## src/verilog/video_pkg.sv

```systemverilog
// Shared video widths and the overlay opcode; COORD_W must hold the full line and frame totals.
`default_nettype none

package video_pkg;

  // One color channel.
  localparam int PIXEL_W = 8;

  // Column and row counters, also used for the raw timing counters.
  localparam int COORD_W = 11;

  // Overlay mode applied inside the OSD window.
  // The value is latched by osd_window once per frame, at the vsync rise.
  typedef enum logic [1:0] {
    MODE_OFF    = 2'd0, // Pixels pass unchanged.
    MODE_BLUE   = 2'd1, // Blue forced to full scale.
    MODE_INVERT = 2'd2, // All three channels inverted.
    MODE_TINT   = 2'd3  // Red and green halved, blue forced to full scale.
  } osd_mode_e;

endpackage : video_pkg

`default_nettype wire
```

## src/verilog/video_top.sv

```systemverilog
// Timing, pattern and OSD stages in a chain; three enabled cycles from counters to outputs, no back-pressure.
`default_nettype none

module video_top
  import video_pkg::*;
#(
  parameter int H_ACTIVE = 64,
  parameter int H_FRONT  = 4,
  parameter int H_SYNC   = 8,
  parameter int H_BACK   = 8,
  parameter int V_ACTIVE = 32,
  parameter int V_FRONT  = 4,
  parameter int V_SYNC   = 2,
  parameter int V_BACK   = 8,
  parameter int X_START  = 16,
  parameter int X_STOP   = 48,
  parameter int Y_START  = 8,
  parameter int Y_STOP   = 24
)
(
  input  logic               i_reset,
  input  logic               clk_pixel,
  input  logic               i_pixel_ena,
  input  osd_mode_e          i_osd_mode,
  output logic [PIXEL_W-1:0] o_r,
  output logic [PIXEL_W-1:0] o_g,
  output logic [PIXEL_W-1:0] o_b,
  output logic               o_hsync,
  output logic               o_vsync,
  output logic               o_blank
);

  logic               tim_hsync;
  logic               tim_vsync;
  logic               tim_blank;
  logic [COORD_W-1:0] tim_x;
  logic [COORD_W-1:0] tim_y;
  logic [PIXEL_W-1:0] pat_r;
  logic [PIXEL_W-1:0] pat_g;
  logic [PIXEL_W-1:0] pat_b;
  logic               pat_hsync;
  logic               pat_vsync;
  logic               pat_blank;

  video_timing #(
    .H_ACTIVE (H_ACTIVE),
    .H_FRONT  (H_FRONT),
    .H_SYNC   (H_SYNC),
    .H_BACK   (H_BACK),
    .V_ACTIVE (V_ACTIVE),
    .V_FRONT  (V_FRONT),
    .V_SYNC   (V_SYNC),
    .V_BACK   (V_BACK)
  ) i_video_timing (
    .i_reset     (i_reset),
    .clk_pixel   (clk_pixel),
    .i_pixel_ena (i_pixel_ena),
    .o_hsync     (tim_hsync),
    .o_vsync     (tim_vsync),
    .o_blank     (tim_blank),
    .o_x         (tim_x),
    .o_y         (tim_y)
  );

  pattern_gen i_pattern_gen (
    .i_reset     (i_reset),
    .clk_pixel   (clk_pixel),
    .i_pixel_ena (i_pixel_ena),
    .i_hsync     (tim_hsync),
    .i_vsync     (tim_vsync),
    .i_blank     (tim_blank),
    .i_x         (tim_x),
    .i_y         (tim_y),
    .o_r         (pat_r),
    .o_g         (pat_g),
    .o_b         (pat_b),
    .o_hsync     (pat_hsync),
    .o_vsync     (pat_vsync),
    .o_blank     (pat_blank)
  );

  osd_window #(
    .X_START (X_START),
    .X_STOP  (X_STOP),
    .Y_START (Y_START),
    .Y_STOP  (Y_STOP)
  ) i_osd_window (
    .i_reset     (i_reset),
    .clk_pixel   (clk_pixel),
    .i_pixel_ena (i_pixel_ena),
    .i_osd_mode  (i_osd_mode),
    .i_r         (pat_r),
    .i_g         (pat_g),
    .i_b         (pat_b),
    .i_hsync     (pat_hsync),
    .i_vsync     (pat_vsync),
    .i_blank     (pat_blank),
    .o_r         (o_r),
    .o_g         (o_g),
    .o_b         (o_b),
    .o_hsync     (o_hsync),
    .o_vsync     (o_vsync),
    .o_blank     (o_blank)
  );

endmodule : video_top

`default_nettype wire

```

## src/verilog/osd_window.sv

```systemverilog
// Window position is recovered from sync and blank only; mode is latched at the vsync rise and holds one frame.
`default_nettype none

module osd_window
  import video_pkg::*;
#(
  parameter int X_START = 16,
  parameter int X_STOP  = 48,
  parameter int Y_START = 8,
  parameter int Y_STOP  = 24
)
(
  input  logic               i_reset,
  input  logic               clk_pixel,
  input  logic               i_pixel_ena,
  input  osd_mode_e          i_osd_mode,
  input  logic [PIXEL_W-1:0] i_r,
  input  logic [PIXEL_W-1:0] i_g,
  input  logic [PIXEL_W-1:0] i_b,
  input  logic               i_hsync,
  input  logic               i_vsync,
  input  logic               i_blank,
  output logic [PIXEL_W-1:0] o_r,
  output logic [PIXEL_W-1:0] o_g,
  output logic [PIXEL_W-1:0] o_b,
  output logic               o_hsync,
  output logic               o_vsync,
  output logic               o_blank
);

  logic               hsync_prev;
  logic               vsync_prev;
  logic               line_active; // Current line has shown at least one pixel.
  logic [COORD_W-1:0] xcount;      // Unblanked pixels seen since the last hsync rise.
  logic [COORD_W-1:0] ycount;      // Active lines completed since vsync.
  osd_mode_e          mode_q;
  logic               hsync_rise;
  logic               vsync_rise;
  logic               osd_xen;
  logic               osd_yen;
  logic               osd_en;
  logic [PIXEL_W-1:0] next_r;
  logic [PIXEL_W-1:0] next_g;
  logic [PIXEL_W-1:0] next_b;

  assign hsync_rise = i_hsync & ~hsync_prev;
  assign vsync_rise = i_vsync & ~vsync_prev;

  // The counters already hold the position of the pixel now at the input.
  assign osd_xen = (xcount >= X_START) && (xcount < X_STOP);
  assign osd_yen = (ycount >= Y_START) && (ycount < Y_STOP);
  assign osd_en  = osd_xen & osd_yen & ~i_blank;

  always_ff @(posedge clk_pixel)
  begin
    if (i_reset)
    begin
      hsync_prev  <= 1'b0;
      vsync_prev  <= 1'b0;
      line_active <= 1'b0;
      xcount      <= '0;
      ycount      <= '0;
      mode_q      <= MODE_OFF;
    end
    else if (i_pixel_ena)
    begin
      hsync_prev <= i_hsync;
      vsync_prev <= i_vsync;
      if (vsync_rise)
        mode_q <= i_osd_mode; // Takes effect from the next active line.
      if (hsync_rise)
      begin
        xcount      <= '0;
        line_active <= 1'b0;
        if (i_vsync)
          ycount <= '0;
        else if (line_active)
          ycount <= ycount + 1'b1;
      end
      else
      begin
        if (i_vsync)
          ycount <= '0;
        if (!i_blank)
        begin
          xcount      <= xcount + 1'b1;
          line_active <= 1'b1;
        end
      end
    end
  end

  always_comb
  begin
    next_r = i_r;
    next_g = i_g;
    next_b = i_b;
    if (osd_en)
    begin
      case (mode_q)
        MODE_BLUE:   next_b = {PIXEL_W{1'b1}};
        MODE_INVERT:
        begin
          next_r = ~i_r;
          next_g = ~i_g;
          next_b = ~i_b;
        end
        MODE_TINT:
        begin
          next_r = i_r >> 1;
          next_g = i_g >> 1;
          next_b = {PIXEL_W{1'b1}};
        end
        default:     ;
      endcase
    end
  end

  always_ff @(posedge clk_pixel)
  begin
    if (i_reset)
    begin
      o_r     <= '0;
      o_g     <= '0;
      o_b     <= '0;
      o_hsync <= 1'b0;
      o_vsync <= 1'b0;
      o_blank <= 1'b1;
    end
    else if (i_pixel_ena)
    begin
      o_r     <= next_r;
      o_g     <= next_g;
      o_b     <= next_b;
      o_hsync <= i_hsync;
      o_vsync <= i_vsync;
      o_blank <= i_blank;
    end
  end

endmodule : osd_window

`default_nettype wire

```

## src/verilog/pattern_gen.sv

```systemverilog
// Test image from the coordinates only; colors are forced to zero while blanked, latency is one enabled cycle.
`default_nettype none

module pattern_gen
  import video_pkg::*;
(
  input  logic               i_reset,
  input  logic               clk_pixel,
  input  logic               i_pixel_ena,
  input  logic               i_hsync,
  input  logic               i_vsync,
  input  logic               i_blank,
  input  logic [COORD_W-1:0] i_x,
  input  logic [COORD_W-1:0] i_y,
  output logic [PIXEL_W-1:0] o_r,
  output logic [PIXEL_W-1:0] o_g,
  output logic [PIXEL_W-1:0] o_b,
  output logic               o_hsync,
  output logic               o_vsync,
  output logic               o_blank
);

  logic [PIXEL_W-1:0] pat_r;
  logic [PIXEL_W-1:0] pat_g;
  logic [PIXEL_W-1:0] pat_b;
  logic [COORD_W-1:0] xy_mix;

  assign xy_mix = i_x ^ i_y;

  // Ramps wrap every 64 columns and every 32 rows.
  assign pat_r = PIXEL_W'(i_x << 2);
  assign pat_g = PIXEL_W'(i_y << 3);
  assign pat_b = xy_mix[PIXEL_W-1:0];

  always_ff @(posedge clk_pixel)
  begin
    if (i_reset)
    begin
      o_r     <= '0;
      o_g     <= '0;
      o_b     <= '0;
      o_hsync <= 1'b0;
      o_vsync <= 1'b0;
      o_blank <= 1'b1;
    end
    else if (i_pixel_ena)
    begin
      o_hsync <= i_hsync;
      o_vsync <= i_vsync;
      o_blank <= i_blank;
      if (i_blank)
      begin
        o_r <= '0;
        o_g <= '0;
        o_b <= '0;
      end
      else
      begin
        o_r <= pat_r;
        o_g <= pat_g;
        o_b <= pat_b;
      end
    end
  end

endmodule : pattern_gen

`default_nettype wire

```

## src/verilog/video_timing.sv

```systemverilog
// Line and frame order is active, front porch, sync, back porch; syncs active high, all outputs step on i_pixel_ena.
`default_nettype none

module video_timing
  import video_pkg::*;
#(
  parameter int H_ACTIVE = 64,
  parameter int H_FRONT  = 4,
  parameter int H_SYNC   = 8,
  parameter int H_BACK   = 8,
  parameter int V_ACTIVE = 32,
  parameter int V_FRONT  = 4,
  parameter int V_SYNC   = 2,
  parameter int V_BACK   = 8
)
(
  input  logic               i_reset,
  input  logic               clk_pixel,
  input  logic               i_pixel_ena,
  output logic               o_hsync,
  output logic               o_vsync,
  output logic               o_blank,
  output logic [COORD_W-1:0] o_x,
  output logic [COORD_W-1:0] o_y
);

  localparam int H_TOTAL = H_ACTIVE + H_FRONT + H_SYNC + H_BACK;
  localparam int V_TOTAL = V_ACTIVE + V_FRONT + V_SYNC + V_BACK;
  localparam int H_SYNC_START = H_ACTIVE + H_FRONT;
  localparam int V_SYNC_START = V_ACTIVE + V_FRONT;

  logic [COORD_W-1:0] h_cnt;
  logic [COORD_W-1:0] v_cnt;
  logic               line_end;

  assign line_end = (h_cnt == H_TOTAL - 1);

  always_ff @(posedge clk_pixel)
  begin
    if (i_reset)
    begin
      h_cnt <= '0;
      v_cnt <= '0;
    end
    else if (i_pixel_ena)
    begin
      if (line_end)
      begin
        h_cnt <= '0;
        if (v_cnt == V_TOTAL - 1)
          v_cnt <= '0; // Wrap to the first active line.
        else
          v_cnt <= v_cnt + 1'b1;
      end
      else
        h_cnt <= h_cnt + 1'b1;
    end
  end

  // Decode from the counter state and register, one enabled cycle behind the counters.
  always_ff @(posedge clk_pixel)
  begin
    if (i_reset)
    begin
      o_hsync <= 1'b0;
      o_vsync <= 1'b0;
      o_blank <= 1'b1;
      o_x     <= '0;
      o_y     <= '0;
    end
    else if (i_pixel_ena)
    begin
      o_hsync <= (h_cnt >= H_SYNC_START) && (h_cnt < H_SYNC_START + H_SYNC);
      o_vsync <= (v_cnt >= V_SYNC_START) && (v_cnt < V_SYNC_START + V_SYNC);
      o_blank <= (h_cnt >= H_ACTIVE) || (v_cnt >= V_ACTIVE);
      o_x     <= h_cnt;
      o_y     <= v_cnt;
    end
  end

endmodule : video_timing

`default_nettype wire

```

## config.mk

```make
export PLATFORM = sky130hd
export DESIGN_NAME = video_top
export DESIGN_NICKNAME = d
export VERILOG_FILES = /design/src/verilog/video_pkg.sv /design/src/verilog/video_top.sv /design/src/verilog/osd_window.sv /design/src/verilog/pattern_gen.sv /design/src/verilog/video_timing.sv
export SDC_FILE = /design/constraint.sdc
export NUM_CORES = 1
export LEC_CHECK = 0
export ABC_AREA = 1
export BUFFER_PORTS_ARGS = -buffer_cell sky130_fd_sc_hd__buf_2
export CORE_ASPECT_RATIO = 0.9
export CORE_MARGIN = 8
export CORE_UTILIZATION = 25
export DETAILED_ROUTE_END_ITERATION = 12
export GPL_TIMING_DRIVEN = 0
export PLACE_DENSITY = 0.4
export SETUP_SLACK_MARGIN = 0.5
export SYNTH_ARGS = -nofsm -noshare
export SYNTH_HDL_FRONTEND = slang
export SYNTH_SLANG_ARGS = --single-unit
```

## constraint.sdc

```tcl
create_clock -name clk_pixel -period 2.43 [get_ports clk_pixel]
set_input_delay 0.243 -clock clk_pixel [delete_from_list [all_inputs] [get_ports clk_pixel]]
set_output_delay 0.243 -clock clk_pixel [all_outputs]
set_load 0.02 [all_outputs]
```

==> impl_metrics.tcl <==
set metrics [dict create \
    final_util 0.310 \
    drc 0 \
    fin_skew_ps 11.4 \
    antenna_found_initial 0 \
    drive_gt1_frac 0.121 \
    num_rows 50 \
    clkPwrFrac 0.540 \
    ys_dominant_reg_cell "dfxtp_1" \
    antennaDiodeCount 0 \
    layout_commonest_cell "nand2_1" \
    grt_pass1_vias 4772 \
    power.internal_mw 3.71 \
    fill_cells 2328 \
    wl_met1_microns 8150 \
    swShare 0.235 \
    yosysWarnings 0 \
    pwr-share-seq 0.399 \
    finalNetCount 838 \
    p_per_area_nw_per_um2 748 \
    slew_headroom 0.537 \
    dp_hpwl_microns 11900 \
    grt_usage 0.128 \
    htreeDepth 4 \
    ir_worst_vdd_mv 0.436 \
    power_switching_mw 1.14 \
    final_cells 1122 \
    initial_core_util 0.256 \
    rsz0062_at_grt "no" \
    viasPerCell 4.40 \
    multi_input_comb_area_sq_um 2580 \
    synth_area_sq_um 5350 \
    avgRoutedWirePerCell_microns 14.4 \
    setup_violations 0 \
    hold_path_class "in2reg" \
    maxCapViolCount 0 \
    grt_pass1_wl_microns 26300 \
    ys_seq_area_frac 0.423 \
    root_buffer "clkbuf_16" \
    finalPower_mw 4.85 \
    dpl_cell_area_sq_um 5860 \
    num_io_pins 32 \
    required_ps 2730 \
    synth.distinct_cells 37 \
    fmax_mhz 577 \
    clockBufferDepth 2 \
    wl_met2_microns 7150 \
    synth_cells 774 \
    synth_fp_nets 788 \
    drt_iter0_drc 304 \
    dr_wl_met3_microns 717 \
    seq_area_sq_um 2270 \
    area_delta_synth_final_pct 21.2 \
    finalWorstPathRequiredPeriod_ps 1730 \
    worstMarginPinSlew_ps 695 \
    final-hold-violation-count 0 \
    cts_tree "yes" \
    vias 4935 \
    ys_ff_latch 113 \
    crit_fanout 8 \
    postRouteAntennaNets 0 \
    setup_tns_ps 0 \
    syn_avg_cell_area_sq_um 6.91 \
    maxUsedRoutingLayer "met4" \
    p_comb_frac 0.061 \
    die_area_sq_um 26300 \
    dp_cells 1091 \
    cts_buffers 17 \
    path_class "reg2reg" \
    dieWidth_microns 170 \
    start_kind "flop" \
    io_buffers 31 \
    coreArea_sq_um 20900 \
    gp_congestion 0.784 \
    leakage_nw 2.51 \
    firstDrtPassIters 5 \
    design_area_sq_um 6480 \
    routed_wl_microns 16100 \
    end_kind "flop" \
    path_clk_slew_ps 50 \
    mostFrequentLayoutCells "nand2_1, nor2_1, dfxtp_1" \
    run_status "completed" \
    slew_viol_final 0 \
    clock_sinks 113 \
    synth-edff-count 0 \
    min_period_over_period 0.714 \
    grt_overflow 0 \
    grt_start_max_net_pins 17 \
    clock_latency_ps 420 \
    async_flop_share 0 \
    crit_arrival_ps 2030 \
    chipHeight_microns 155 \
]
==> flip-flops by register name, summed over array words and instances (netlist names), 2 cells and up <==
name and count:
i_osd_window.o_r 7, i_video_timing.o_y 8, i_video_timing.v_cnt 11, i_video_timing.o_x 8, i_video_timing.h_cnt 11, i_pattern_gen.o_b 8, i_osd_window.xcount 11, i_osd_window.o_g 7
i_osd_window.mode_q 2, i_pattern_gen.o_g 5, i_pattern_gen.o_r 6, i_osd_window.ycount 11, i_osd_window.o_b 8
==> repair_timing <==
| item | CTS | global route |
|---|---|---|
| resized for setup | 0 | 5 |
| hold buffers | 0 | 0 |
| setup endpoints to repair | 0 | 8 |
| buffers inserted | 0 | 0 |
| hold endpoints to repair | 0 | 0 |
==> Yosys cell counts (4+ instances only) <==
cell        n  area share
nand2_2     5      0.0058
nor2_2      4      0.0047
nor3_1     22       0.021
inv_1      94       0.066
nand3_1    39       0.036
clkbuf_1   16       0.011
buf_4       4      0.0056
inv_2       5      0.0035
a21oi_1    79       0.074
buf_2       7      0.0065
o22ai_1     7      0.0082
dfxtp_1   113        0.42
ha_1        9       0.021
nor2_1    117       0.082
o21ai_0    62       0.058
nand2_1   141       0.099
xor2_1     10       0.016
nand4_1     8      0.0094
==> stage by stage <==
step | hold WS [ps] | setup slack, ps
after floorplan | 378 | 940
after global placement | 454 | 513
after detailed placement | 453 | 550
after CTS | 61.8 | 512
after global routing | 80.9 | 517
final | 80.2 | 696
==> per-layer routing <==
layer | vias up | GRT usage
met5 | - | 0
met4 | 0 | 0.0313
met3 | 11 | 0.0372
met2 | 97 | 0.202
met1 | 2230 | 0.169
li1 | 2597 | -
==> power groups by stage <==
| stage | Combinational (mW) | Clock [mW] | Sequential, mW |
|---|---|---|---|
| final | 0.295 | 2.62 | 1.94 |
| after global routing | 0.332 | 2.77 | 1.94 |
| after global placement | 0.301 | 0 | 1.98 |
| after CTS | 0.300 | 2.68 | 1.94 |
| after detailed placement | 0.299 | 0 | 1.98 |
| after floorplan | 0.171 | 0 | 1.99 |
==> kinds of logic (layout without fill, tap and decap cells) <==
| family | after synthesis | count (layout) | share of synthesized area |
|---|---|---|---|
| xor+xnor | 10 | 10 | 0.0164 |
| compound gates | 165 | 165 | 0.164 |
| simple gates | 349 | 349 | 0.280 |
| fa+ha+maj | 9 | 9 | 0.0210 |
| flops | 113 | 113 | 0.423 |
| buf+inv | 128 | 190 | 0.0956 |
==> worst paths after layout <==
| kind | startpoint | to | slack (ps) | depth (start not counted) |
|---|---|---|---|---|
| max | i_video_timing.v_cnt[0] | i_video_timing.v_cnt[8] | 700 | 10 |
| min | i_osd_mode[0] | i_osd_window.mode_q[0] | 80 | 3 |
| max reg2reg | i_video_timing.v_cnt[0] | i_video_timing.v_cnt[8] | 700 | 10 |
| min reg2reg | i_osd_window.o_r[1] | i_osd_window.o_r[1] | 460 | 2 |
==> critical path, stage by stage (launching register included) <==
cell,delay (ps)
dfxtp_2,450
ha_1,270
inv_1,60
nor2_1,190
nand2_1,100
nor2_1,100
nand2_1,100
nor2_1,190
nand2_1,80
nand2_1,60
a21oi_1,40
==> layout make-up <==
cell class	instances	area share
Buffer	29	0.0216
Clock buffer	19	0.0683
Clock inverter	12	0.0255
Inverter	99	0.0573
Multi-Input combinational cell	533	0.399
Sequential cell	113	0.350
Tap cell	286	0.0552
Timing Repair Buffer	31	0.0239
No activity file was read; power rests on OpenSTA's default activity.
